[src/hw/gfx_map_pkg.sv]
package gfx_map_pkg;

  // Host bus
  localparam int mpu_addr_width = 16;
  localparam int mpu_data_width = 16;

  // 4K word pages, upper address bits select the page
  localparam int page_offset_width = 12;
  localparam int page_index_width = mpu_addr_width - page_offset_width;

  typedef enum logic [2:0] {
    reg_id,             // Read only
    reg_mem_ctrl,       // Bit 0 display enable, bits 11:8 bank
    reg_scroll_x,
    reg_scroll_y,
    reg_output_status,  // Read only: hsync, vsync, hblank, vblank
    reg_scan_x,         // Read only
    reg_scan_y,         // Read only
    reg_spare
  } reg_index_e;

  localparam logic [mpu_data_width-1:0] id_reg_value = 16'h6c33;

  // Internal address regions
  localparam logic [mpu_addr_width-1:0] main_reg_base = 16'h0000;
  localparam logic [mpu_addr_width-1:0] num_main_regs = 16'd8;
  localparam logic [mpu_addr_width-1:0] pal_addr_base = 16'h1000;
  localparam logic [mpu_addr_width-1:0] pal_addr_length = 16'd512;  // Two words per entry
  localparam logic [mpu_addr_width-1:0] tilemap_addr_base = 16'h2000;
  localparam logic [mpu_addr_width-1:0] tilemap_addr_length = 16'd2048;

  // Fields of the memory control register
  localparam int mem_ctrl_enable_bit = 0;
  localparam int mem_ctrl_bank_lsb = 8;

endpackage

[src/hw/mpu_bus_decode.sv]
`timescale 1ns/100ps

module mpu_bus_decode (
  input  logic clk,
  input  logic reset,
  input  logic mpu_req,
  input  logic mpu_wr,
  input  logic [1:0] mpu_be,
  input  logic [gfx_map_pkg::mpu_addr_width-1:0] mpu_addr,
  input  logic [gfx_map_pkg::mpu_data_width-1:0] mpu_wdata,
  input  logic [gfx_map_pkg::page_index_width-1:0] bank,
  input  logic [gfx_map_pkg::mpu_data_width-1:0] reg_rdata,
  input  logic [gfx_map_pkg::mpu_data_width-1:0] pal_rdata,
  input  logic [gfx_map_pkg::mpu_data_width-1:0] map_rdata,
  output logic mpu_ack,
  output logic [gfx_map_pkg::mpu_data_width-1:0] mpu_rdata,
  output logic acc_en,
  output logic acc_wr,
  output logic [1:0] acc_be,
  output logic [gfx_map_pkg::mpu_addr_width-1:0] int_addr,
  output logic [gfx_map_pkg::mpu_data_width-1:0] wdata,
  output logic reg_sel,
  output logic pal_sel,
  output logic map_sel
);
  import gfx_map_pkg::*;

  typedef enum logic [1:0] {
    bus_idle,
    bus_access,
    bus_hold
  } bus_state_e;

  bus_state_e state;
  logic [page_index_width-1:0] page;
  logic reg_sel_q;
  logic pal_sel_q;
  logic map_sel_q;
  logic [mpu_data_width-1:0] rdata_mux;

  // Page 0 is fixed, other pages go through the bank
  assign page = mpu_addr[mpu_addr_width-1:page_offset_width];
  assign int_addr = {(page == '0) ? page : bank, mpu_addr[page_offset_width-1:0]};

  assign reg_sel = (int_addr - main_reg_base) < num_main_regs;
  assign pal_sel = (int_addr - pal_addr_base) < pal_addr_length;
  assign map_sel = (int_addr - tilemap_addr_base) < tilemap_addr_length;

  // One strobe per transaction, host holds the rest stable
  assign acc_en = (state == bus_idle) && mpu_req;
  assign acc_wr = mpu_wr;
  assign acc_be = mpu_be;
  assign wdata = mpu_wdata;

  always_ff @(posedge clk) begin
    if (reset) begin
      state <= bus_idle;
      mpu_ack <= 1'b0;
      reg_sel_q <= 1'b0;
      pal_sel_q <= 1'b0;
      map_sel_q <= 1'b0;
    end else begin
      case (state)
        bus_idle: if (mpu_req) begin
          state <= bus_access;
          reg_sel_q <= reg_sel;
          pal_sel_q <= pal_sel;
          map_sel_q <= map_sel;
        end
        bus_access: begin  // Target read data arrives here
          state <= bus_hold;
          mpu_ack <= 1'b1;
        end
        bus_hold: if (!mpu_req) begin
          state <= bus_idle;
          mpu_ack <= 1'b0;
        end
        default: state <= bus_idle;
      endcase
    end
  end

  // Unmapped reads give zero
  assign rdata_mux = reg_sel_q ? reg_rdata :
                     pal_sel_q ? pal_rdata :
                     map_sel_q ? map_rdata : '0;

  always_ff @(posedge clk) begin
    if (state == bus_access) mpu_rdata <= rdata_mux;  // Held while ack high
  end

endmodule

[config.mk]
export PLATFORM = sky130hd
export DESIGN_NAME = mpu_bus_decode
export DESIGN_NICKNAME = d
export VERILOG_FILES = /design/src/hw/gfx_map_pkg.sv /design/src/hw/mpu_bus_decode.sv
export SDC_FILE = /design/constraint.sdc
export NUM_CORES = 1
export LEC_CHECK = 0
export ABC_AREA = 1
export BUFFER_PORTS_ARGS = -buffer_cell sky130_fd_sc_hd__buf_2
export CORE_ASPECT_RATIO = 1.1
export CORE_MARGIN = 2
export CORE_UTILIZATION = 31
export CTS_CLUSTER_DIAMETER = 50
export DETAILED_ROUTE_END_ITERATION = 10
export GPL_ROUTABILITY_DRIVEN = 0
export PLACE_DENSITY_LB_ADDON = 0.2
export SKIP_CTS_REPAIR_TIMING = 1
export SLEW_MARGIN = 0
export SYNTH_ARGS = -nofsm -noshare
export SYNTH_HDL_FRONTEND = slang
export SYNTH_SLANG_ARGS = --single-unit
[constraint.sdc]
create_clock -name clk -period 1.7 [get_ports clk]
set_input_delay 0.17 -clock clk [delete_from_list [all_inputs] [get_ports clk]]
set_output_delay 0.17 -clock clk [all_outputs]
set_load 0.01 [all_outputs]
==> metrics <==
outcome=finished, final reports clean; first-pass GRT wire length=5320 um; Rel. slew slack=71.2%; CTS tree=done; Max Slew Vio Count=0; Setup Skew=0.00463 ns; area added between synthesis and finish=27.1%; # H-tree levels=1; clock-pin slew on the worst setup and hold paths=0.08 ns; final setup fails=0; MaxCap Viol Count=0; drt pass-1 iters=4; Die ar.=5340 sq um; period utilisation layout=82.9%; GRT Max-Usage Layer=met2; setup TNS=0 ns; register area=601 sq um; Die H=76.4 um; crit path DAT=1.24 ns; # placed instances=288; CP required=1.53 ns; RSZ-0062 raised after global routing=false; drt wl/cell=11.6 um; die width=69.8 um; minimum clock period=1.41 ns; Crit path buffers/inverters=3; flip-flop and latch count after synthesis=22; CP Class=input pin to output port; core area=4620 sq um; multi-input logic area=543 sq um; vias in the first global route=1,279; buffers added on ports=101; # IOs=146; placed wire-length estimate=2790 um; CP endpoint kind=output port; Max Clock Freq=710 MHz; vias per inst=4.54; slowest CP cell=ha_1; worst min-delay path class=input pin to flop; met2 GRT Util=22.0%; M1 GR Usage=12.7%; largest net degree at the start of global routing=26; share of the yosys chip area belonging to registers=40.6%; Final ANT Viol Nets=0; grt ovf=0; Crit path max-delay family=simple AND/OR/NAND/NOR gates; Syn Nets=256; met3 Resource Use GR=4.10%; CP peak stage delay=0.23 ns; DRC=0; Layout fillers=492; CTS Buf Count=3; initial antenna violation count=0; Worst VDD drop=0.274 mV; drt total wl=3390 um; fin nets=328; DR vias=1,326; total clock sinks=22; Max FO, Critical Path=7; cells after synthesis=165; Yosys warnings=0; post-synth cell types=25; Least-Margin Pin Slew=0.431 ns; clk root buf=clkbuf_8; GRT Util Overall=12.0%; Placement Rows=26; worst-skew pair later-pin latency=0.26 ns; CTS max path bufs=2; Mean Syn Cell Area=8.96 sq um; P per Cell Area=753 nW/um^2; Hold Violations, Final=0; mapped cell area=1480 sq um; Final Non-Filler Cells=292; Starting Density=32.0%; # diodes=0; static leakage=0.901 nW; share of layout cells above drive strength 1=50.8%; crit-path cells=buf_2 > nor2_2 > nand2_4 > nand2_1 > ha_1 > nand2_1 > nor2_1 > nand3_1 > inv_1 > buf_2; initial DRC count=30; Worst Setup Start Kind=input pin
[cell usage after synthesis, drive strengths merged]
library cell | count | area (sq um)
nor2 | 15 | 87.6
o21ai | 20 | 104
edfxtp | 16 | 480
buf | 34 | 270
dfxtp | 6 | 120
clkbuf | 3 | 11.3
nand3b | 1 | 7.51
nand3 | 5 | 37.5
a22oi | 16 | 120
ha | 1 | 12.5
inv | 14 | 52.6
a21oi | 5 | 25.0
or2 | 1 | 6.26
nor3 | 1 | 16.3
nand2 | 27 | 126
[routing by layer]
layer  vias up  wire, um  share of wire, %
met2        83      1660                49
li1        668         -                 -
met5         -         0                 0
met3         8       401                12
met1       567      1290                38
met4         0        44               1.3
[sequential cells by signal, summed over array words and instances (netlist names)]
| signal | flops |
|---|---|
| mpu_rdata | 16 |
| reg_sel_q | 1 |
| state | 2 |
| pal_sel_q | 1 |
| map_sel_q | 1 |
| mpu_ack | 1 |
[cells by family (layout without fill, tap and decap cells)]
family	after synthesis	count (layout)	share of synthesized area (%)
buffers and inverters	51	122	22.6
AND/OR/NAND/NOR	50	50	19.1
AO/OA/AOI/OAI	41	41	16.9
flip-flops	22	22	40.6
adder cells (fa/ha/maj)	1	1	0.847
[cells in the final DEF, fill, tap and decap left out]
cell type and instances:
nand3b_1 1, dfxtp_1 6, buf_4 2, nand3_1 4
inv_1 14, or2_1 1, buf_2 101, nand2_4 3
o21ai_1 5, nor2_1 10, clkbuf_8 3, nor3_4 1
buf_12 1, ha_1 1, nand2_1 23, nor2_4 1
o21ai_2 1, nand2_2 1, edfxtp_1 16, bufinv_16 1
nand3_4 1, a22oi_1 16, nor2_2 3, a21oi_1 5
o21ai_0 14, nor2_8 1
[report_power, final]
part | total (W) | internal [W] | switching (W) | leakage (nW)
combinational | 0.000299 | 0.000142 | 0.000157 | 0.665
sequential | 0.000639 | 0.000620 | 0.0000193 | 0.200
clock | 0.000477 | 0.000314 | 0.000163 | 0.0357
total | 0.00141 | 0.00108 | 0.000339 | 0.901
[worst register-to-register path, cell delays in order, from the launching register on]
cell and delay (ns):
dfxtp_1 0.59, buf_4 0.26, a22oi_1 0.11, o21ai_0 0.15
[per-stage QoR]
stage	total power [W]	setup slack [ns]	util, %	hold slack (ns)	instance area (sq um)
final	0.00141	0.291	40.7	0.109	1880
after global routing	0.00150	0.180	40.7	0.105	1880
after CTS	0.00144	0.290	40.7	0.105	1880
after detailed placement	0.000955	0.297	39.1	0.340	1810
after global placement	0.000955	0.323	39.1	0.340	1810
after floorplan	0.000876	0.154	-	0.239	1480
[area by class of cell]
type | instances | share of cell area (%)
clock inverter | 1 | 1.60
inverter | 14 | 2.80
timing repair buffer | 104 | 28.8
tap | 56 | 3.73
clock buffer | 3 | 2.20
sequential | 22 | 32.0
multi-input combinational | 92 | 28.9
[path summary, 6_finish.rpt]
check	slack [ns]	cells after the start	to	from
worst max register to register	0.45	3	mpu_rdata[11]	pal_sel_q
worst min-delay path	0.11	2	mpu_ack	reset
worst max-delay path	0.29	10	map_sel	mpu_addr[12]
worst min register to register	0.46	2	mpu_ack	mpu_ack
(Power assumes the default switching activity.)
