**src/hw/gfx_video_pkg.sv**
```systemverilog
package gfx_video_pkg;

  localparam int hcount_width = 10;
  localparam int vcount_width = 10;

  // 640x480 timing, sync pulses active low
  localparam logic [hcount_width-1:0] h_visible = 10'd640;
  localparam logic [hcount_width-1:0] h_front = 10'd16;
  localparam logic [hcount_width-1:0] h_sync_len = 10'd96;
  localparam logic [hcount_width-1:0] h_back = 10'd48;
  localparam logic [hcount_width-1:0] h_total = h_visible + h_front + h_sync_len + h_back;
  localparam logic [hcount_width-1:0] h_sync_start = h_visible + h_front;
  localparam logic [hcount_width-1:0] h_sync_end = h_sync_start + h_sync_len;

  localparam logic [vcount_width-1:0] v_visible = 10'd480;
  localparam logic [vcount_width-1:0] v_front = 10'd10;
  localparam logic [vcount_width-1:0] v_sync_len = 10'd2;
  localparam logic [vcount_width-1:0] v_back = 10'd33;
  localparam logic [vcount_width-1:0] v_total = v_visible + v_front + v_sync_len + v_back;
  localparam logic [vcount_width-1:0] v_sync_start = v_visible + v_front;
  localparam logic [vcount_width-1:0] v_sync_end = v_sync_start + v_sync_len;

  // Colour and tile map geometry
  localparam int rgb_depth = 18;
  localparam int color_bits = rgb_depth / 3;
  localparam int pal_index_width = 8;
  localparam int pal_entry_bytes = 3;       // Red, green, blue bytes
  localparam int tile_shift = 3;            // 8x8 tiles
  localparam int map_cols = 64;
  localparam int map_col_bits = $clog2(map_cols);
  localparam int map_addr_width = 11;
  localparam int map_row_bits = map_addr_width - map_col_bits;
  localparam int map_word_width = 16;

endpackage

```
**src/hw/display_timing.sv**
```systemverilog
`timescale 1ns/100ps

module display_timing (
  input  logic clk,
  input  logic reset,
  output logic [gfx_video_pkg::hcount_width-1:0] h_pos,
  output logic [gfx_video_pkg::vcount_width-1:0] v_pos,
  output logic h_sync,
  output logic v_sync,
  output logic h_blank,
  output logic v_blank,
  output logic [gfx_video_pkg::hcount_width-1:0] scan_x,
  output logic [gfx_video_pkg::vcount_width-1:0] scan_y
);
  import gfx_video_pkg::*;

  logic [hcount_width-1:0] h_cnt;
  logic [vcount_width-1:0] v_cnt;

  // One pixel per clock
  always_ff @(posedge clk) begin
    if (reset) begin
      h_cnt <= '0;
      v_cnt <= '0;
    end else if (h_cnt == h_total - 1'b1) begin
      h_cnt <= '0;
      v_cnt <= (v_cnt == v_total - 1'b1) ? '0 : v_cnt + 1'b1;  // Frame wrap
    end else begin
      h_cnt <= h_cnt + 1'b1;
    end
  end

  assign h_pos = h_cnt;
  assign v_pos = v_cnt;

  // Active low pulses
  assign h_sync = !((h_cnt >= h_sync_start) && (h_cnt < h_sync_end));
  assign v_sync = !((v_cnt >= v_sync_start) && (v_cnt < v_sync_end));

  assign h_blank = h_cnt >= h_visible;
  assign v_blank = v_cnt >= v_visible;

  assign scan_x = h_blank ? '0 : h_cnt;
  assign scan_y = v_blank ? '0 : v_cnt;

endmodule

```
**config.mk**
```make
export PLATFORM = sky130hd
export DESIGN_NAME = display_timing
export DESIGN_NICKNAME = d
export VERILOG_FILES = /design/src/hw/gfx_video_pkg.sv /design/src/hw/display_timing.sv
export SDC_FILE = /design/constraint.sdc
export NUM_CORES = 1
export LEC_CHECK = 0
export BUFFER_PORTS_ARGS = -buffer_cell sky130_fd_sc_hd__buf_2
export CELL_PAD_IN_SITES_DETAIL_PLACEMENT = 1
export CELL_PAD_IN_SITES_GLOBAL_PLACEMENT = 1
export CORE_MARGIN = 2
export CORE_UTILIZATION = 34
export DETAILED_ROUTE_END_ITERATION = 8
export PLACE_DENSITY_LB_ADDON = 0.1
export SETUP_SLACK_MARGIN = 0.2
export SLEW_MARGIN = 20
export SYNTH_ARGS = -nofsm -noshare
export SYNTH_HDL_FRONTEND = slang
export SYNTH_SLANG_ARGS = --single-unit
```
**constraint.sdc**
```tcl
create_clock -name clk -period 1.9 [get_ports clk]
set_input_delay 0.095 -clock clk [delete_from_list [all_inputs] [get_ports clk]]
set_output_delay 0.095 -clock clk [all_outputs]
set_load 0.02 [all_outputs]
```
==> metrics.txt, run 1 <==
Cell Count Post-Placement 240; final WL 3891 um; Die Width 63.13 um; GR Layer Usage met3 0.02321; DR DRC count 0; WL per Instance 15.20 um; Pwr Total 0.0008465 W; post-synthesis sequential element count 20; Worst-Skew Late Latency 0.31 ns; Yosys top cell area share 0.3368; synthesis warning total 0; worst-path fanout max 7; Pre-antenna DRT Iters 4; Top Usage Layer GRT met2; syn avg cell area 8.254 sq um; maximum vdd drop 0.3205 mV; xor/xnor cell area share of the yosys netlist 0.08105; Arrival @ worst endpoint 1.99 ns; kind of critical path reg2reg; Clock Sinks 20; post-DP HPWL 2838 um; reg2reg end v_pos[8]$_SDFFE_PP0N_; met1 Use GR 0.2489; Die H 63.13 um; Yosys cell types 40; Simple-Gate Fraction of Synth Area 0.3874; nets 218; EDFF count, synth 0; hold_sp reset; final worst path period need 1.799 ns; Max Cap Viol 0; final setup fails 0; PD cells 474.1 nW/um^2; Hold Path Depth 2; DRT antenna net count 0; Compound-Gate Fraction of Synth Area 0.1000; startpoint types flip-flop; I/O pin count 46; CTS root buf clkbuf_4; Vias/cell 5.086; flop2flop setup slack 0.10 ns; total global routing overflow 0; All-Layer GR Usage 0.1934; port bufs 44; antenna violations before repair 0; max-slew violations 0; share of layout cells above drive strength 1 0.4952; Worst Setup End Kind flip-flop; gp weighted congestion 0.7472; met2 usage 0.3404; mux contribution to synthesized area 0; fraction of the cycle the final worst path needs 0.9466; global-route wire length before repair 6216 um; Post-Syn Nets 151; antenna cells 0; mapped cell area 1189 sq um; setup tns final 0 ns; final hold vios 0; H-Tree Depth 1; WP data required 2.09 ns; Starting Density 0.3562; Post-synth top cells dfxtp_1, nor2_1, and2_1, nand2_1, inv_1; ys flop type dfxtp_1; die footprint 3985 sq um; largest family of logic cells by synthesized area simple AND/OR/NAND/NOR gates; vias in the first global route 1234; R2R depth 5; Worst Skew 0.01024 ns; CTS buffer count 3; Synth area leader dfxtp_1; adder-cell share of the synthesized area 0.05263; CTS tree yes; starting DRC count in detailed routing 67; DR vias 1302; core area 3337 sq um; Hold Path End v_pos[4]$_SDFFE_PP0N_; sequential-to-total area share from yosys stat 0.3368; FFs w/ async S/R, synth 0; status finished clean; worst min path class in2reg; worst r2r src v_pos[5]$_SDFFE_PP0N_; row count 21; Max Freq 556.0 MHz; RSZ-0062 raised after global routing yes; Leak 0.8412 nW; Synth Instances 144; Final Non-Filler Cells 256; largest net degree at the start of global routing 13; clock tree buffer depth 2; Area growth syn-to-layout 50.21%; most common cell in the netlist dfxtp_1; Clock transition at path regs 0.13 ns; dominant cells by area after synthesis dfxtp_1, nor2_1, ha_1
## per-stage QoR
stage / instance area (sq um) / worst slack [ns] / hold WS [ns] / utilization
2_1_floorplan: 1226 / 0.1830 / 0.1567 / -
3_3_place_gp: 1553 / 0.08370 / 0.3545 / 0.4653
3_5_place_dp: 1553 / 0.03522 / 0.3631 / 0.4653
4_1_cts: 1685 / 0.1053 / 0.02120 / 0.5051
5_1_grt: 1785 / 0.03670 / 0.02105 / 0.5351
6_report: 1785 / 0.1015 / 0.01941 / 0.5351
## worst max-delay path by stage
stage                     depth (start not counted)                     to             startpoint  slack [ns]
after floorplan                                   4  v_pos[7]$_SDFFE_PP0N_  v_pos[6]$_SDFFE_PP0N_        0.18
after global placement                            4  v_pos[9]$_SDFFE_PP0N_  v_pos[6]$_SDFFE_PP0N_        0.08
after detailed placement                          4  v_pos[6]$_SDFFE_PP0N_  v_pos[6]$_SDFFE_PP0N_        0.04
after CTS                                         4  v_pos[6]$_SDFFE_PP0N_  v_pos[5]$_SDFFE_PP0N_        0.11
after global routing                              4  v_pos[7]$_SDFFE_PP0N_    h_pos[6]$_SDFF_PP0_        0.04
final                                             5  v_pos[8]$_SDFFE_PP0N_  v_pos[5]$_SDFFE_PP0N_        0.10
## cell type report
type / count / area [sq um]
repair buffers: 65 / 400.4
multi-input cells: 113 / 807.0
fillers: 421 / 1551
flip-flops and latches: 20 / 437.9
inverters: 8 / 30.03
clock inverters: 1 / 30.03
clock buffers: 3 / 22.52
well taps: 46 / 57.56
## worst max-delay path, cell delays in order (launching register included)
cell and delay, ns:
dfxtp_4 0.38, or4_4 0.52, or3_4 0.37, o31ai_4 0.18, buf_4 0.19, a21oi_1 0.05
## cell usage in the layout (no fill, tap or decap), types with 2 or more instances in the layout
cell       n
a21oi_1    3
a21oi_2    2
and2_1     7
and2_4     2
and3_1     2
buf_2     38
buf_4     25
buf_6      2
clkbuf_4   3
dfxtp_1    6
dfxtp_2    6
dfxtp_4    8
ha_1       4
inv_1      8
nand2_1    7
nand3_1    6
nand4_1    4
nor2_1    18
nor2b_1    5
nor3_1     4
o21ai_0    3
o21ai_2    2
o31ai_1    4
or4_1      2
or4_4      2
xnor2_1    4
xor2_1     7
## routing by layer
layer / vias to the layer above / share of wire
li1: 634 / -
met1: 640 / 0.44
met2: 24 / 0.52
met3: 4 / 0.028
met4: 0 / 0.012
met5: - / 0
## report_power, final
| group | switching (W) | internal [W] | total, W |
|---|---|---|---|
| registers | 0.00000654 | 0.000416 | 0.000423 |
| logic | 0.0000412 | 0.0000260 | 0.0000672 |
| clock network | 0.000143 | 0.000213 | 0.000356 |
## cells by family (layout without fill, tap and decap cells)
logic type      count (synthesis)  after routing
flops                          20             20
simple gates                   79             79
fa+ha+maj                       5              5
compound gates                 17             17
buf+inv                        11             77
xor+xnor                       11             11
other cells                     1              1
## state kept, by name (all words and copies together) (netlist names)
name	flops
h_pos	10
v_pos	10
## repair_timing
action / CTS / global route
endpoints found under the setup margin: 21 / 20
resized for setup: 13 / 20
pin swaps: 5 / 5
hold endpoints to repair: 0 / 0
hold buffers: 0 / 0
setup buffers: 6 / 6
gates cloned: 0 / 0
(Power assumes the default switching activity.)
==> run 2: changes to the inputs <==
==> constraint.sdc (replaced) <==
create_clock -name clk -period 1.9 [get_ports clk]
set_input_delay 0.285 -clock clk [delete_from_list [all_inputs] [get_ports clk]]
set_output_delay 0.285 -clock clk [all_outputs]
set_load 0.02 [all_outputs]
==> metrics.txt, run 2 (same netlist as run 1, synthesis figures left out) <==
status finished clean (unchanged); Arrival @ worst endpoint 1.59 ns (was 1.99 ns); vias in the first global route 1313 (was 1234); sw power 0.0001881 W (was 0.0001911 W); clock power share 0.299 (was 0.421); final setup fails 0 (unchanged); final worst path period need 1.875 ns (was 1.799 ns); DP Area 1545 sq um (was 1553 sq um); Post-CTS Hold Buffers 0 (unchanged); Die H 63.13 um (unchanged); final WL 4510 um (was 3891 um); maximum vdd drop 0.3876 mV (was 0.3205 mV); core area 3337 sq um (unchanged); Pre-antenna DRT Iters 4 (unchanged); total global routing overflow 0 (unchanged); Worst Skew 0.001871 ns (was 0.01024 ns); Max Cap Viol 0 (unchanged); max-slew violations 0 (unchanged); RSZ-0062 raised after global routing yes (unchanged); worst min path class in2reg (unchanged); CTS tree yes (unchanged); Vias/cell 5.115 (was 5.086); kind of critical path reg2out (was reg2reg); Hold Path Depth 2 (unchanged); WL per Instance 17.28 um (was 15.20 um); antenna violations before repair 0 (unchanged); Seq pwr share 0.594 (was 0.499); Worst Setup End Kind output pin (was flip-flop); starting DRC count in detailed routing 61 (was 67); gp weighted congestion 0.7456 (was 0.7472); switching share of power 0.2667 (was 0.2258); Starting Density 0.3562 (unchanged); port bufs 44 (unchanged); Max Freq 533.3 MHz (was 556.0 MHz); fill count 400 (was 421); nets 224 (was 218); H-Tree Depth 1 (unchanged); CTS root buf clkbuf_4 (unchanged); worst-path fanout max 4 (was 7); PD cells 357.5 nW/um^2 (was 474.1 nW/um^2); global-route wire length before repair 6499 um (was 6216 um); utilization after layout 0.5913 (was 0.5351); Clock Sinks 20 (unchanged); post-DP HPWL 2753 um (was 2838 um); Multi-input gate area 902.1 sq um (was 807.0 sq um); Gate power share 0.107 (was 0.079); Int Pwr 0.0005172 W (was 0.0006553 W); Final Instance Area 1973 sq um (was 1785 sq um); share of layout cells above drive strength 1 0.6047 (was 0.4952); die footprint 3985 sq um (unchanged); CTS buffer count 3 (unchanged); startpoint types flip-flop (unchanged); Clock transition at path regs 0.12 ns (was 0.13 ns); I/O pin count 46 (unchanged); final hold vios 0 (unchanged); largest net degree at the start of global routing 11 (was 13); Worst-Skew Late Latency 0.30 ns (was 0.31 ns); DR DRC count 0 (unchanged); R2R depth 5 (unchanged); FF+latch area 449.2 sq um (was 437.9 sq um); commonest non-fill, non-tap cell in the layout buf_2 (unchanged); WP data required 1.62 ns (was 2.09 ns); Leak 0.8891 nW (was 0.8412 nW); antenna cells 0 (unchanged); Die Width 63.13 um (unchanged); DR vias 1335 (was 1302); DRT antenna net count 0 (unchanged); All-Layer GR Usage 0.2034 (was 0.1934); clock tree buffer depth 2 (unchanged); fraction of the cycle the final worst path needs 0.9870 (was 0.9466); Area growth syn-to-layout 66.00% (was 50.21%); most frequent cells in the layout buf_2, buf_4, buf_6 (was buf_2, buf_4, nor2_1); row count 21 (unchanged)
## run 2: routing by layer
layer,routed length (um),track usage
met3,157,0.02321
met2,2385,0.3484
met1,1907,0.2686
met5,0,0
met4,60,0.05833
## run 2: per-stage QoR
step / power (W) / setup TNS [ns] / hold WS [ns] / setup slack [ns] / std cells
after CTS: 0.0007178 / 0 / 0.2239 / 0.03854 / 254
after global routing: 0.0007443 / -0.05367 / 0.2283 / -0.04500 / 261
after global placement: 0.0004955 / 0 / 0.4532 / 0.07235 / 239
final: 0.0007054 / 0 / 0.2193 / 0.02474 / 261
after floorplan: 0.0004760 / 0 / 0.3467 / 0.1830 / 144
after detailed placement: 0.0004982 / 0 / 0.4646 / 0.02587 / 239
## run 2: final cells by class
class	count	share of cell area
clock buffers	3	0.01141
inverters	8	0.01522
multi-input cells	113	0.4572
flip-flops and latches	20	0.2276
well taps	46	0.02917
repair buffers	71	0.2594
## run 2: final timing paths
path | startpoint | endpoint | slack, ns
max reg2reg | v_pos[6]$_SDFFE_PP0N_ | v_pos[7]$_SDFFE_PP0N_ | 0.04
min | reset | v_pos[4]$_SDFFE_PP0N_ | 0.22
max | v_pos[5]$_SDFFE_PP0N_ | v_sync | 0.02
min reg2reg | v_pos[0]$_SDFFE_PP0N_ | v_pos[0]$_SDFFE_PP0N_ | 0.51
## run 2: repair_timing
item,CTS,global route
pin swaps,7,9
gates cloned,0,0
buffers inserted,12,7
resized for setup,36,50
setup endpoints to repair,29,24
## run 2: worst max-delay path, stage by stage (launching register included)
cell and delay, ns:
dfxtp_4 0.38, or4bb_4 0.53, nor3_2 0.12, o21ai_1 0.09
buf_2 0.16
## run 2: power groups by stage
stage / Clock, W / Combinational [W] / Sequential, W
CTS: 0.000219 / 0.0000737 / 0.000425
global route: 0.000241 / 0.0000836 / 0.000420
finish: 0.000211 / 0.0000754 / 0.000419
floorplan: 0 / 0.0000294 / 0.000447
detailed placement: 0 / 0.0000578 / 0.000440
global placement: 0 / 0.0000555 / 0.000440
==> run 3: changes to the inputs <==
==> constraint.sdc (replaced) <==
create_clock -name clk -period 1.9 [get_ports clk]
set_input_delay 0.285 -clock clk [delete_from_list [all_inputs] [get_ports clk]]
set_output_delay 0.285 -clock clk [all_outputs]
set_load 0.1 [all_outputs]
==> metrics.txt, run 3 (same netlist as run 1, synthesis figures left out) <==
most frequent cells in the layout buf_2, dfxtp_4, buf_12 (was buf_2, buf_4, buf_6); Max Cap Viol 0 (unchanged); Die Width 63.13 um (unchanged); DR vias 1462 (was 1335); Area growth syn-to-layout 98.21% (was 66.00%); Die H 63.13 um (unchanged); maximum vdd drop 0.3152 mV (was 0.3876 mV); DR DRC count 0 (unchanged); RSZ-0062 raised after global routing yes (unchanged); post-DP HPWL 3031 um (was 2753 um); gp weighted congestion 0.7784 (was 0.7456); total global routing overflow 0 (unchanged); worst min path class in2reg (unchanged); Worst Skew 0.01768 ns (was 0.001871 ns); failing checks negative setup slack; CTS root buf clkbuf_4 (unchanged); Worst Setup End Kind output pin (unchanged); Clock transition at path regs 0.12 ns (about the same); clock tree buffer depth 2 (unchanged); final hold vios 0 (unchanged); nets 224 (unchanged); Worst path slowest cell or4bb_4 (unchanged); relative slew slack 0.6466; global-route wire length before repair 7914 um (was 6499 um); Leak 0.9465 nW (was 0.8891 nW); PD cells 355.0 nW/um^2 (was 357.5 nW/um^2); die footprint 3985 sq um (unchanged); final worst path period need 1.978 ns (was 1.875 ns); CTS tree yes (unchanged); Worst-Margin Slew 0.5260 ns; Max Freq 505.6 MHz (was 533.3 MHz); crit-path max cell delay 0.55 ns (was 0.53 ns); share of layout cells above drive strength 1 0.6759 (was 0.6047); startpoint types flip-flop (unchanged); I/O pin count 46 (unchanged); largest net degree at the start of global routing 12 (was 11); WL per Instance 23.96 um (was 17.28 um); status complete, but fails checks (was finished clean); Bufs and invs on worst path 1 (unchanged); setup slack after layout -0.07769 ns (was 0.02474 ns); Post-CTS Hold Buffers 0 (unchanged); Clock Sinks 20 (unchanged); setup tns final -0.1795 ns (was 0 ns); Cell Count Post-Placement 235 (was 239); vias in the first global route 1513 (was 1313); WP data required 1.62 ns (about the same); commonest non-fill, non-tap cell in the layout buf_2 (unchanged); worst-path fanout max 8 (was 4); DRT antenna net count 0 (unchanged); All-Layer GR Usage 0.2535 (was 0.2034); Worst-Skew Late Latency 0.31 ns (was 0.30 ns); Final Non-Filler Cells 262 (was 261); Vias/cell 5.580 (was 5.115); final WL 6277 um (was 4510 um); final setup fails 9 (was 0); kind of critical path reg2out (unchanged); antenna violations before repair 0 (unchanged); max-slew violations 0 (unchanged); antenna cells 0 (unchanged); Arrival @ worst endpoint 1.69 ns (was 1.59 ns); pre-CTS setup slack 0.03059 ns (was 0.02587 ns); crit path cell chain or4bb_4, nor3_4, o21ai_4, buf_12 (was or4bb_4, nor3_2, o21ai_1, buf_2); row count 21 (unchanged); flop2flop setup slack -0.02 ns (was 0.04 ns); fraction of the cycle the final worst path needs 1.041 (was 0.9870); port bufs 44 (unchanged); starting DRC count in detailed routing 85 (was 61); H-Tree Depth 1 (unchanged); Starting Density 0.3562 (unchanged); Pre-antenna DRT Iters 4 (unchanged); CTS buffer count 3 (unchanged); core area 3337 sq um (unchanged); Largest delay share family, worst path simple AND/OR/NAND/NOR gates (unchanged)
run 3: cell count changes in the layout (fill, tap and decap cells not counted), moves of 4 or more:
| cell | before | now |
|---|---|---|
| buf_12 | 0 | 19 |
| dfxtp_2 | 9 | 1 |
| buf_2 | 31 | 23 |
| dfxtp_4 | 10 | 19 |
| nor2_4 | 4 | 8 |
| buf_4 | 25 | 18 |
| buf_6 | 15 | 11 |
| and2_1 | 5 | 0 |
run 3: area by class of cell:
class | count | area [sq um]
clock buffer | 4 | 36.28
fill | 339 | 980.9
inverter | 8 | 37.54
multi-input combinational | 113 | 997.2
sequential | 20 | 473.0
tap | 46 | 57.56
timing repair buffer | 71 | 754.5
run 3: repair_timing:
item                                    4_1_cts  5_1_grt
endpoints found under the setup margin       31       31
buffers inserted                              8       15
pin swaps                                    11       14
resized for setup                            43       38
run 3: metal layers:
layer / part of all wire / up-vias / track usage
li1: - / 647 / -
met1: 0.39 / 734 / 0.2924
met2: 0.55 / 59 / 0.4840
met3: 0.037 / 22 / 0.03393
met4: 0.032 / 0 / 0.06667
met5: 0 / - / 0
run 3: path summary, 6_finish.rpt:
check / from / to / cells past startpoint
setup / recovery: v_pos[4]$_SDFFE_PP0N_ / v_sync / 4
hold / removal: reset / h_pos[4]$_SDFF_PP0_ / 2
setup reg to reg: v_pos[5]$_SDFFE_PP0N_ / v_pos[9]$_SDFFE_PP0N_ / 6
hold reg to reg: h_pos[0]$_SDFF_PP0_ / h_pos[0]$_SDFF_PP0_ / 1
run 3: through the flow:
| step | area [sq um] | power [W] | util | hold slack [ns] |
|---|---|---|---|---|
| 6_report | 2356 | 0.0008363 | 0.7060 | 0.2298 |
| 3_3_place_gp | 1859 | 0.0005648 | 0.5572 | 0.4498 |
| 2_1_floorplan | 1449 | 0.0005334 | - | 0.3444 |
| 3_5_place_dp | 1859 | 0.0005673 | 0.5572 | 0.4537 |
| 4_1_cts | 2097 | 0.0008220 | 0.6284 | 0.2259 |
| 5_1_grt | 2356 | 0.0008597 | 0.7060 | 0.2384 |
run 3: power breakdown:
group / switching (W) / internal (W)
Combinational: 0.000119 / 0.0000404
Clock: 0.000148 / 0.000117
Sequential: 0.0000111 / 0.000402
Total: 0.000278 / 0.000559
run 3: worst reg2reg max path, delay by kind of cell (launching register included):
kind / cells / cell delay (ns)
AND/OR/NAND/NOR: 2 / 0.80
AO/OA/AOI/OAI: 2 / 0.30
flip-flops: 1 / 0.38
buffers and inverters: 2 / 0.31
