File: src/hw/gfx_video_pkg.sv
package gfx_video_pkg;

  localparam int hcount_width = 10;
  localparam int vcount_width = 10;

  // 640x480 timing, sync pulses active low
  localparam logic [hcount_width-1:0] h_visible = 10'd640;
  localparam logic [hcount_width-1:0] h_front = 10'd16;
  localparam logic [hcount_width-1:0] h_sync_len = 10'd96;
  localparam logic [hcount_width-1:0] h_back = 10'd48;
  localparam logic [hcount_width-1:0] h_total = h_visible + h_front + h_sync_len + h_back;
  localparam logic [hcount_width-1:0] h_sync_start = h_visible + h_front;
  localparam logic [hcount_width-1:0] h_sync_end = h_sync_start + h_sync_len;

  localparam logic [vcount_width-1:0] v_visible = 10'd480;
  localparam logic [vcount_width-1:0] v_front = 10'd10;
  localparam logic [vcount_width-1:0] v_sync_len = 10'd2;
  localparam logic [vcount_width-1:0] v_back = 10'd33;
  localparam logic [vcount_width-1:0] v_total = v_visible + v_front + v_sync_len + v_back;
  localparam logic [vcount_width-1:0] v_sync_start = v_visible + v_front;
  localparam logic [vcount_width-1:0] v_sync_end = v_sync_start + v_sync_len;

  // Colour and tile map geometry
  localparam int rgb_depth = 18;
  localparam int color_bits = rgb_depth / 3;
  localparam int pal_index_width = 8;
  localparam int pal_entry_bytes = 3;       // Red, green, blue bytes
  localparam int tile_shift = 3;            // 8x8 tiles
  localparam int map_cols = 64;
  localparam int map_col_bits = $clog2(map_cols);
  localparam int map_addr_width = 11;
  localparam int map_row_bits = map_addr_width - map_col_bits;
  localparam int map_word_width = 16;

endpackage

File: src/hw/tile_renderer.sv
`timescale 1ns/100ps

module tile_renderer (
  input  logic clk,
  input  logic reset,
  input  logic [gfx_video_pkg::hcount_width-1:0] h_pos,
  input  logic [gfx_video_pkg::vcount_width-1:0] v_pos,
  input  logic h_sync,
  input  logic v_sync,
  input  logic h_blank,
  input  logic v_blank,
  input  logic display_en,
  input  logic [gfx_video_pkg::hcount_width-1:0] scroll_x,
  input  logic [gfx_video_pkg::vcount_width-1:0] scroll_y,
  input  logic [gfx_video_pkg::map_word_width-1:0] map_data,
  input  logic [gfx_video_pkg::pal_entry_bytes*8-1:0] pal_data,
  output logic [gfx_video_pkg::map_addr_width-1:0] map_addr,
  output logic [gfx_video_pkg::pal_index_width-1:0] pal_addr,
  output logic vga_hsync,
  output logic vga_vsync,
  output logic [gfx_video_pkg::rgb_depth-1:0] vga_rgb
);
  import gfx_video_pkg::*;

  logic [hcount_width-1:0] map_x;
  logic [vcount_width-1:0] map_y;
  logic [1:0] hsync_d;
  logic [1:0] vsync_d;
  logic [1:0] visible_d;

  // Stage 1: scrolled position, map wraps at 512x256 pixels
  assign map_x = h_pos + scroll_x;
  assign map_y = v_pos + scroll_y;
  assign map_addr = {map_y[tile_shift +: map_row_bits], map_x[tile_shift +: map_col_bits]};

  // Stage 2: map word from the RAM selects the palette entry
  assign pal_addr = map_data[pal_index_width-1:0];

  // Sync and visibility follow the two RAM reads
  always_ff @(posedge clk) begin
    if (reset) begin
      hsync_d <= 2'b11;
      vsync_d <= 2'b11;
      visible_d <= 2'b00;
    end else begin
      hsync_d <= {hsync_d[0], h_sync};
      vsync_d <= {vsync_d[0], v_sync};
      visible_d <= {visible_d[0], display_en && !h_blank && !v_blank};
    end
  end

  assign vga_hsync = hsync_d[1];
  assign vga_vsync = vsync_d[1];

  // Palette output register holds the entry, top 6 bits of each byte
  assign vga_rgb = visible_d[1] ? {pal_data[7 -: color_bits],    // Red
                                   pal_data[15 -: color_bits],   // Green
                                   pal_data[23 -: color_bits]}   // Blue
                                : '0;

endmodule

File: config.mk
export PLATFORM = sky130hd
export DESIGN_NAME = tile_renderer
export DESIGN_NICKNAME = d
export VERILOG_FILES = /design/src/hw/gfx_video_pkg.sv /design/src/hw/tile_renderer.sv
export SDC_FILE = /design/constraint.sdc
export NUM_CORES = 1
export LEC_CHECK = 0
export BUFFER_PORTS_ARGS = -buffer_cell sky130_fd_sc_hd__buf_4
export CORE_MARGIN = 4
export CORE_UTILIZATION = 32
export CTS_BUF_LIST = sky130_fd_sc_hd__clkbuf_4 sky130_fd_sc_hd__clkbuf_8
export DETAILED_ROUTE_END_ITERATION = 16
export PLACE_DENSITY = 0.88
export SLEW_MARGIN = 10
export SYNTH_ARGS = -nofsm -noshare
export SYNTH_HDL_FRONTEND = slang
export SYNTH_SLANG_ARGS = --single-unit
File: constraint.sdc
create_clock -name clk -period 2.3 [get_ports clk]
set_input_delay 0 -clock clk [delete_from_list [all_inputs] [get_ports clk]]
set_output_delay 0 -clock clk [all_outputs]
set_load 0.03 [all_outputs]
==> metrics.cfg, run 1 <==
[detailed_routing]
route.detailed.wl_per_inst_um = 12.26
wl_um = 2697
dr.first_iter.drc_count = 14
postRouteAntennaNets = 0
remaining_drc_errors = 0
routed-via-count = 1045
first_pass_iters = 4
vias_per_cell = 4.750

[sta]
post_route_setup_tns_ns = 0
finalWorstPathRequiredPeriod_ns = 1.467
grt_setup_unrepaired = no
final_hold_viol_count = 0
timing.final.crit_share_pct = 63.77
slew-limit-headroom_pct = 69.96
slew_viol_final = 0
max_slew.worst_pin.slew_ns = 0.4498
clock_skew_ns = 0.001614
final-setup-viol-count = 0
achievable-frequency_ghz = 0.6818

[critical_path]
worstSetupEndpointType = output port
worst-setup-path-type = primary input to output port
crit_path_frequent_cell = buf_4
worst-r2r-cell-count = 1
critPathBufInv = 2
ff2ff_setup_slack_ns = 1.64
worst-path-max-fanout = 3
r2r_start = vsync_d[0]
critical_path.max_stage_delay_ns = 0.31
data_arrival_time_of_the_critical_path_ns = 1.47
timing.critical_path.cells = buf_4, ha_1, a21oi_2, a21oi_1, or2_1, a311oi_1, buf_4
worstSetupStartpointType = primary input
critPathTopFamily = compound AO/OA/AOI/OAI gates
crit_required_ns = 2.30
r2r-end = vsync_d[1]
crit_slowest_cell = ha_1

[hold_path]
min_delay_worst_endpoint = pal_addr[6]
hold_path_depth = 0
holdCritStartpoint = map_data[6]
worst_hold_path_type = primary input to output port

[synth]
post_synthesis_sequential_area_ratio_pct = 14.55
synthesis.nets = 200
syn_area_per_cell_sq_um = 8.258
synthesis.yosys.warnings = 0
synth_enable_flop_cells = 0
post_synth_main_area_contributors = ha_1 20%, and2_1 15%, dfxtp_1 15%, xnor2_1 7.4%, buf_4 7.3%
synth-async-reset-ratio_pct = 0
synthesis.area_sq_um = 825.8
synth.ff_latch_count = 6
synth_flop_cell = dfxtp_1
post-synth-top-count-cell = and2_1
yosys.area.top_type = ha_1
synth_commonest_cells = 20 x and2_1, 13 x ha_1, 8 x buf_4
synth_top_area_share_pct = 19.70
ys_types = 30
synth_cells = 100

[global_route]
antenna_found_initial = 0
first_pass_grt_wire_length_um = 4133
global_route.overflow_total = 0
pin_count_of_the_biggest_net_entering_global_routing = 19
grt_use_total_pct = 14.92
first_global_vias = 1101

[clocking]
cts_num_sinks = 6
cts_tree = built
cts_buffer_depth = 2
cts_inserted_buffers = 3
htreeDepth = 1
post_cts.repair.setup_buffers = 0
clk_latency_ns = 0.24
ctsRootBufferMaster = clkbuf_4

[layout]
layout.cells.non_filler = 220
sequential_cell_area_sq_um = 120.1
fill_cells = 211
nets = 292
final_layout_size_suffix_gt1_share_pct = 52.63
antenna-diode-count = 0
area_used_by_multi_input_combinational_logic_sq_um = 641.9
layout_overhead_on_the_synthesized_area_pct = 88.94

[floorplan]
design.die.area_sq_mm = 0.003457
initial_core_util_pct = 33.33
placement_rows = 18
die_width_um = 58.80
ios = 126
fp.dieH_um = 58.80
core_area_sq_mm = 0.002477

[power]
peakVddDrop_mv = 0.4407
total_power_uw = 591.4
power.density_mw_per_mm2 = 379.1
p_leak_nw = 0.8077

[placement]
dp_hpwl_um = 2348
place.gp.congestion = 0.7609
dp_cells = 210
place.port_buffers = 89

[run_status]
run_status = complete, no violations

[flow_run]
max-cap-violations = 0

[cell families (layout without fill, tap and decap cells)]
family | Yosys count | count (layout) | synth area share (%)
and+or+nand+nor | 46 | 46 | 32.73
AOI/OAI and AO/OA | 15 | 15 | 13.64
adders and majority gates | 13 | 13 | 19.70
xor gates and xnor gates | 11 | 11 | 11.67
buffers and inverters | 9 | 99 | 7.727
DFF | 6 | 6 | 14.55
[sequential cells by signal (all words and copies together) (netlist names)]
register and cells:
visible_d 2, vsync_d 2, hsync_d 2
[area by class of cell]
| class | count | share of cell area, % |
|---|---|---|
| Timing Repair Buffer | 96 | 47.31 |
| Multi-Input combinational cell | 85 | 41.14 |
| Sequential cell | 6 | 7.698 |
| Tap cell | 30 | 2.406 |
| Clock buffer | 3 | 1.443 |
[report_power, final]
part / switching [mW] / total [mW] / internal, mW / leakage, nW
Combinational: 0.197 / 0.387 / 0.189 / 0.744
Clock: 0.0357 / 0.0946 / 0.0589 / 0.0138
Sequential: 0.00177 / 0.110 / 0.108 / 0.0494
[layout by cell type, fill, tap and decap left out]
| cell | instances |
|---|---|
| or2_1 | 1 |
| and2_1 | 20 |
| a311oi_1 | 1 |
| dfxtp_1 | 6 |
| ha_1 | 13 |
| a21boi_0 | 1 |
| nor3_2 | 1 |
| nor3_1 | 3 |
| a41oi_1 | 1 |
| nand2b_1 | 1 |
| nand2_1 | 4 |
| a221oi_1 | 1 |
| nand3_1 | 4 |
| xnor2_1 | 7 |
| nor2_1 | 3 |
| o31ai_1 | 1 |
| xor2_1 | 4 |
| clkbuf_4 | 3 |
| or2_2 | 4 |
| nor2b_1 | 1 |
| nor4b_1 | 1 |
| buf_4 | 89 |
| a211oi_2 | 1 |
| nand4_1 | 1 |
| o21ai_0 | 2 |
| a21oi_1 | 5 |
| or3_1 | 1 |
| dlygate4sd3_1 | 7 |
| and4_1 | 1 |
| a311oi_2 | 1 |
| a21oi_2 | 1 |
[what timing repair did]
item	4_1_cts	5_1_grt
hold buffers	7	0
endpoints found under the hold margin	6	0
resized for setup	0	0
setup endpoints to repair	0	0
[how the worst max path moves through the flow]
stage / startpoint / end / slack [ns] / depth (start not counted)
2_1_floorplan: v_pos[2] / map_addr[10] / 0.65 / 5
6_report: v_pos[2] / map_addr[10] / 0.83 / 7
3_5_place_dp: v_pos[2] / map_addr[10] / 0.81 / 7
3_3_place_gp: v_pos[2] / map_addr[10] / 0.79 / 7
5_1_grt: v_pos[2] / map_addr[10] / 0.72 / 7
4_1_cts: v_pos[2] / map_addr[10] / 0.81 / 7
[routing by layer]
metal | vias up | part of all wire (%) | GRT usage, % | wire length, um
met5 | - | 0 | 0 | 0
met3 | 4 | 14 | 4.167 | 381
met2 | 64 | 51 | 28.55 | 1368
met4 | 0 | 0.93 | 4.854 | 25
li1 | 526 | - | - | -
met1 | 451 | 34 | 15.34 | 922
[stage by stage]
stage / util (%) / cell area, sq um / worst slack, ns / hold slack (ns)
after floorplan: - / 825.8 / 0.6538 / 0.07161
after global placement: 59.24 / 1468 / 0.7851 / 0.0002048
after detailed placement: 59.24 / 1468 / 0.8134 / 0.0002048
after CTS: 62.98 / 1560 / 0.8099 / 0.0002048
after global routing: 62.98 / 1560 / 0.7192 / 0.00006514
final: 62.98 / 1560 / 0.8333 / 0.00001325
(Power assumes the default switching activity.)
==> run 2, diff against run 1 <==
- CORE_UTILIZATION: 32 -> 27
- PLACE_DENSITY: 0.88 -> 0.79
- clock period: 2.3 -> 1.2 ns (I/O delays scaled with it)
==> metrics.cfg, run 2 (synthesis gave the netlist of run 1 again) <==
[run_status]
run_status = complete, but fails checks
violations = negative setup slack

[detailed_routing]
wl_um = 3639
first_pass_iters = 3
route.detailed.wl_per_inst_um = 15.16
met2_length_um = 2170
vias_per_cell = 4.883
top_signal_layer_used = met4
dr.first_iter.drc_count = 20
drt-met1-wl_um = 1114
remaining_drc_errors = 0
routed-via-count = 1172
detailroute.wirelength.met3_um = 299
postRouteAntennaNets = 0

[hold_path]
holdCritStartpoint = map_data[6]
min_delay_worst_endpoint = pal_addr[6]
hold_path_depth = 0
worst_hold_path_type = primary input to output port

[floorplan]
core_area_sq_mm = 0.002829
fp.dieH_um = 63.31
design.die.area_sq_mm = 0.004008
placement_rows = 19
initial_core_util_pct = 29.19
ios = 126
die_width_um = 63.31

[critical_path]
worst-r2r-cell-count = 1
worstSetupEndpointType = output port
data_arrival_time_of_the_critical_path_ns = 1.30
r2r-end = vsync_d[1]
worstSetupStartpointType = primary input
worst-setup-path-type = primary input to output port
ff2ff_setup_slack_ns = 0.54
r2r_start = vsync_d[0]
crit_required_ns = 1.20
worst-path-max-fanout = 4

[sta]
grt_setup_unrepaired = yes
finalWorstPathRequiredPeriod_ns = 1.299
post_route_setup_tns_ns = -0.4898
slew-limit-headroom_pct = 81.09
timing.final.ws_setup_ns = -0.09872
achievable-frequency_ghz = 0.7700
timing.final.crit_share_pct = 108.2
max_slew.worst_pin.slew_ns = 0.2836
final_hold_viol_count = 0
clock_skew_ns = 0.001627
final-setup-viol-count = 8
slew_viol_final = 0

[power]
power.switching_uw = 599.7
power.internal_uw = 941.0
combPwrFrac_pct = 74.5
power.share.sequential_pct = 13.7
peakVddDrop_mv = 0.4510
clock_power_share_pct = 11.8
p_leak_nw = 0.9936
sw_frac_of_total_pct = 38.92
total_power_mw = 1.541
power.density_mw_per_mm2 = 729.9

[layout]
largest_registers = hsync_d x2, visible_d x2, vsync_d x2
antenna-diode-count = 0
layout_common_cells = 90 x buf_4, 20 x and2_1, 19 x buf_6
nets = 311
layout_overhead_on_the_synthesized_area_pct = 155.6
layout.cells.non_filler = 240
post-route-util_pct = 74.61
final_layout_size_suffix_gt1_share_pct = 75.60
leading_cell_type_in_the_layout_fill_and_taps_excluded = buf_4

[clocking]
clk_latency_ns = 0.24
cts_buffer_depth = 2
ctsRootBufferMaster = clkbuf_4
cts_tree = built
cts_inserted_buffers = 3
cts_num_sinks = 6
htreeDepth = 1

[placement]
dp_cells = 225
dp_hpwl_um = 2761
place.port_buffers = 89
place.gp.congestion = 0.8378
detailedPlace.worstSlack_ns = -0.3180

[global_route]
pin_count_of_the_biggest_net_entering_global_routing = 19
global_route.overflow_total = 0
grt_use_total_pct = 17.87
antenna_found_initial = 0
first_global_vias = 1330
first_pass_grt_wire_length_um = 5727

[flow_run]
max-cap-violations = 0

run 2: layout make-up:
type / count / area (sq um)
clock buffers: 3 / 22.52
fillers: 199 / 718.2
multi-input cells: 85 / 968.4
flip-flops and latches: 6 / 121.4
well taps: 31 / 38.79
repair buffers: 115 / 959.7
run 2: how the worst max path moves through the flow:
stage,slack (ns),cells past startpoint,from,endpoint
final,-0.1,8,h_pos[2],map_addr[5]
after floorplan,-0.12,5,v_pos[2],map_addr[10]
after global placement,-0.24,7,v_pos[2],map_addr[10]
after CTS,-0.13,7,h_pos[1],map_addr[4]
after detailed placement,-0.32,7,v_pos[2],map_addr[10]
after global routing,-0.15,8,h_pos[3],map_addr[5]
run 2: metrics by stage:
stage	cell area (sq um)	hold slack, ns
4_1_cts	2001	0.0002048
3_5_place_dp	1699	0.0002048
2_1_floorplan	950.9	0.07161
5_1_grt	2111	0.00004621
6_report	2111	0.00001319
3_3_place_gp	1699	0.0002048
run 2: worst max-delay path: stages:
cell      delay (ns)
buf_4           0.12
ha_4            0.25
nor3_4          0.14
a211oi_4        0.05
buf_6           0.14
a221oi_2        0.29
xnor2_2         0.16
buf_6           0.15
run 2: power groups by stage:
stage	combinational, mW	sequential (mW)	clock, mW
final	1.15	0.212	0.181
after global routing	1.21	0.212	0.204
after CTS	1.06	0.211	0.194
after detailed placement	0.909	0.215	0
after global placement	0.883	0.214	0
after floorplan	0.549	0.219	0
run 2: what timing repair did:
| item | 4_1_cts | 5_1_grt |
|---|---|---|
| pin swaps | 21 | 7 |
| hold endpoints to repair | 6 | 0 |
| setup buffers | 3 | 4 |
| endpoints found under the setup margin | 9 | 27 |
| gates resized for setup | 33 | 17 |
| hold buffers | 5 | 0 |
run 2: per-layer routing:
| layer | global-route usage (%) | up-vias |
|---|---|---|
| met5 | 0 | - |
| met4 | 6.199 | 0 |
| met3 | 4.973 | 6 |
| met2 | 38.47 | 65 |
| met1 | 14.90 | 540 |
| li1 | - | 561 |
==> run 3, diff against run 2 <==
--- a/config.mk
+++ b/config.mk
@@ -12,3 +12,3 @@
 export DETAILED_ROUTE_END_ITERATION = 16
-export PLACE_DENSITY = 0.79
+export PLACE_DENSITY = 0.89
 export SLEW_MARGIN = 10
==> constraint.sdc (replaced) <==
create_clock -name clk -period 1.2 [get_ports clk]
set_input_delay 0.12 -clock clk [delete_from_list [all_inputs] [get_ports clk]]
set_output_delay 0.12 -clock clk [all_outputs]
set_load 0.03 [all_outputs]
==> metrics.cfg, run 3 (synthesis gave the netlist of run 1 again) <==
[sta]
slew_viol_final = 0
post_route_setup_tns_ns = -2.922
slew-limit-headroom_pct = 77.04
final-setup-viol-count = 10
final_hold_viol_count = 0
timing.final.crit_share_pct = 129.6
finalWorstPathRequiredPeriod_ns = 1.555
achievable-frequency_ghz = 0.6430
max_slew.worst_pin.slew_ns = 0.3433
grt_setup_unrepaired = yes
clock_skew_ns = 0.002397
timing.final.ws_setup_ns = -0.3553
fin_worst_hold_slack_ns = 0.04568

[clocking]
ctsHoldBuffers = 0
htreeDepth = 1
clk_latency_ns = 0.24
cts_buffer_depth = 2
cts_inserted_buffers = 3
ctsRootBufferMaster = clkbuf_4
cts_tree = built
cts_num_sinks = 6
clkSlewWorstSetupHoldPaths_ns = 0.04

[detailed_routing]
postRouteAntennaNets = 0
remaining_drc_errors = 0
routed-via-count = 1095
first_pass_iters = 4
route.detailed.wl_per_inst_um = 15.03
dr.first_iter.drc_count = 29
wl_um = 3518
vias_per_cell = 4.679

[layout]
largest_registers = hsync_d x2, visible_d x2, vsync_d x2
antenna-diode-count = 0
layout_overhead_on_the_synthesized_area_pct = 150.5
nets = 305
final_layout_size_suffix_gt1_share_pct = 79.31
leading_cell_type_in_the_layout_fill_and_taps_excluded = buf_4
finish.instance_area_sq_mm = 0.002068
fill_cells = 206
post-route-util_pct = 73.11
layout_common_cells = 92 x buf_4, 20 x and2_1, 17 x buf_6
layout.cells.non_filler = 234

[floorplan]
design.die.area_sq_mm = 0.004008
fp.dieH_um = 63.31
initial_core_util_pct = 29.19
placement_rows = 19
core_area_sq_mm = 0.002829
ios = 126
die_width_um = 63.31

[critical_path]
worstSetupEndpointType = output port
worstSetupStartpointType = primary input
worst-setup-path-type = primary input to output port
r2r_start = hsync_d[0]
ff2ff_setup_slack_ns = 0.54
worst-path-max-fanout = 5
worst-r2r-cell-count = 1
crit_required_ns = 1.08
endpoint = map_addr[4]
start_point_of_the_critical_path = h_pos[1]
r2r-end = hsync_d[1]
data_arrival_time_of_the_critical_path_ns = 1.44

[placement]
place.port_buffers = 89
detailedPlace.worstSlack_ns = -0.4527
dp_hpwl_um = 2746
place.gp.congestion = 0.7029
dp_cells = 225
placed_area_sq_mm = 0.001738

[global_route]
first_pass_grt_wire_length_um = 5223
global_route.overflow_total = 0
pin_count_of_the_biggest_net_entering_global_routing = 19
grt_use_total_pct = 16.17
antenna_found_initial = 0
first_global_vias = 1143

[hold_path]
worst_hold_path_type = primary input to flip-flop

[run_status]
violations = negative setup slack
run_status = complete, but fails checks

[power]
power.density_mw_per_mm2 = 729.8
p_leak_nw = 0.9679
peakVddDrop_mv = 0.5842
total_power_mw = 1.509

[flow_run]
max-cap-violations = 0

## run 3: cell types whose count changed in the layout (fill, tap and decap cells not counted), moves of 2 or more
cell	previous run	this run
a21oi_4	2	4
dlygate4sd3_1	5	0
a21oi_2	4	2
nand2_1	4	2
buf_4	90	92
buf_6	19	17
## run 3: what timing repair did
action                     4_1_cts  5_1_grt
setup endpoints to repair       29       29
gates resized for setup         38       12
pin swaps                       22       10
buffers inserted                 3        4
## run 3: critical path: stages
cell and delay [ns]:
buf_6 0.10, ha_4 0.26, nand3_4 0.07, a211oi_4 0.35
a41oi_2 0.21, xnor2_2 0.18, buf_6 0.15
## run 3: layout make-up
cell class                 instances  area (sq um)  share of cell area [%]
sequential                         6         123.9                   5.989
clock buffer                       3         22.52                   1.089
tap                               31         38.79                   1.875
multi-input combinational         85          1001                   48.40
timing repair buffer             109         882.1                   42.65
## run 3: worst min path at each step
stage          depth (start not counted)   startpoint  slack, ns            to
2_1_floorplan                          1        reset       0.19  visible_d[1]
3_3_place_gp                           0  map_data[5]       0.24   pal_addr[5]
3_5_place_dp                           0  map_data[5]       0.24   pal_addr[5]
4_1_cts                                2      v_blank       0.03  visible_d[0]
5_1_grt                                2      v_blank       0.04  visible_d[0]
6_report                               2      v_blank       0.05  visible_d[0]
## run 3: layer usage
layer | global-route usage [%] | wire length, um
met1 | 15.79 | 1189
met4 | 3.235 | 0
met3 | 3.020 | 133
met2 | 34.26 | 2195
met5 | 0 | 0
## run 3: power breakdown
group / total, mW / internal [mW] / leakage, nW / switching (mW)
clock: 0.179 / 0.113 / 0.0138 / 0.0665
combinational: 1.12 / 0.594 / 0.904 / 0.527
sequential: 0.209 / 0.206 / 0.0502 / 0.00329
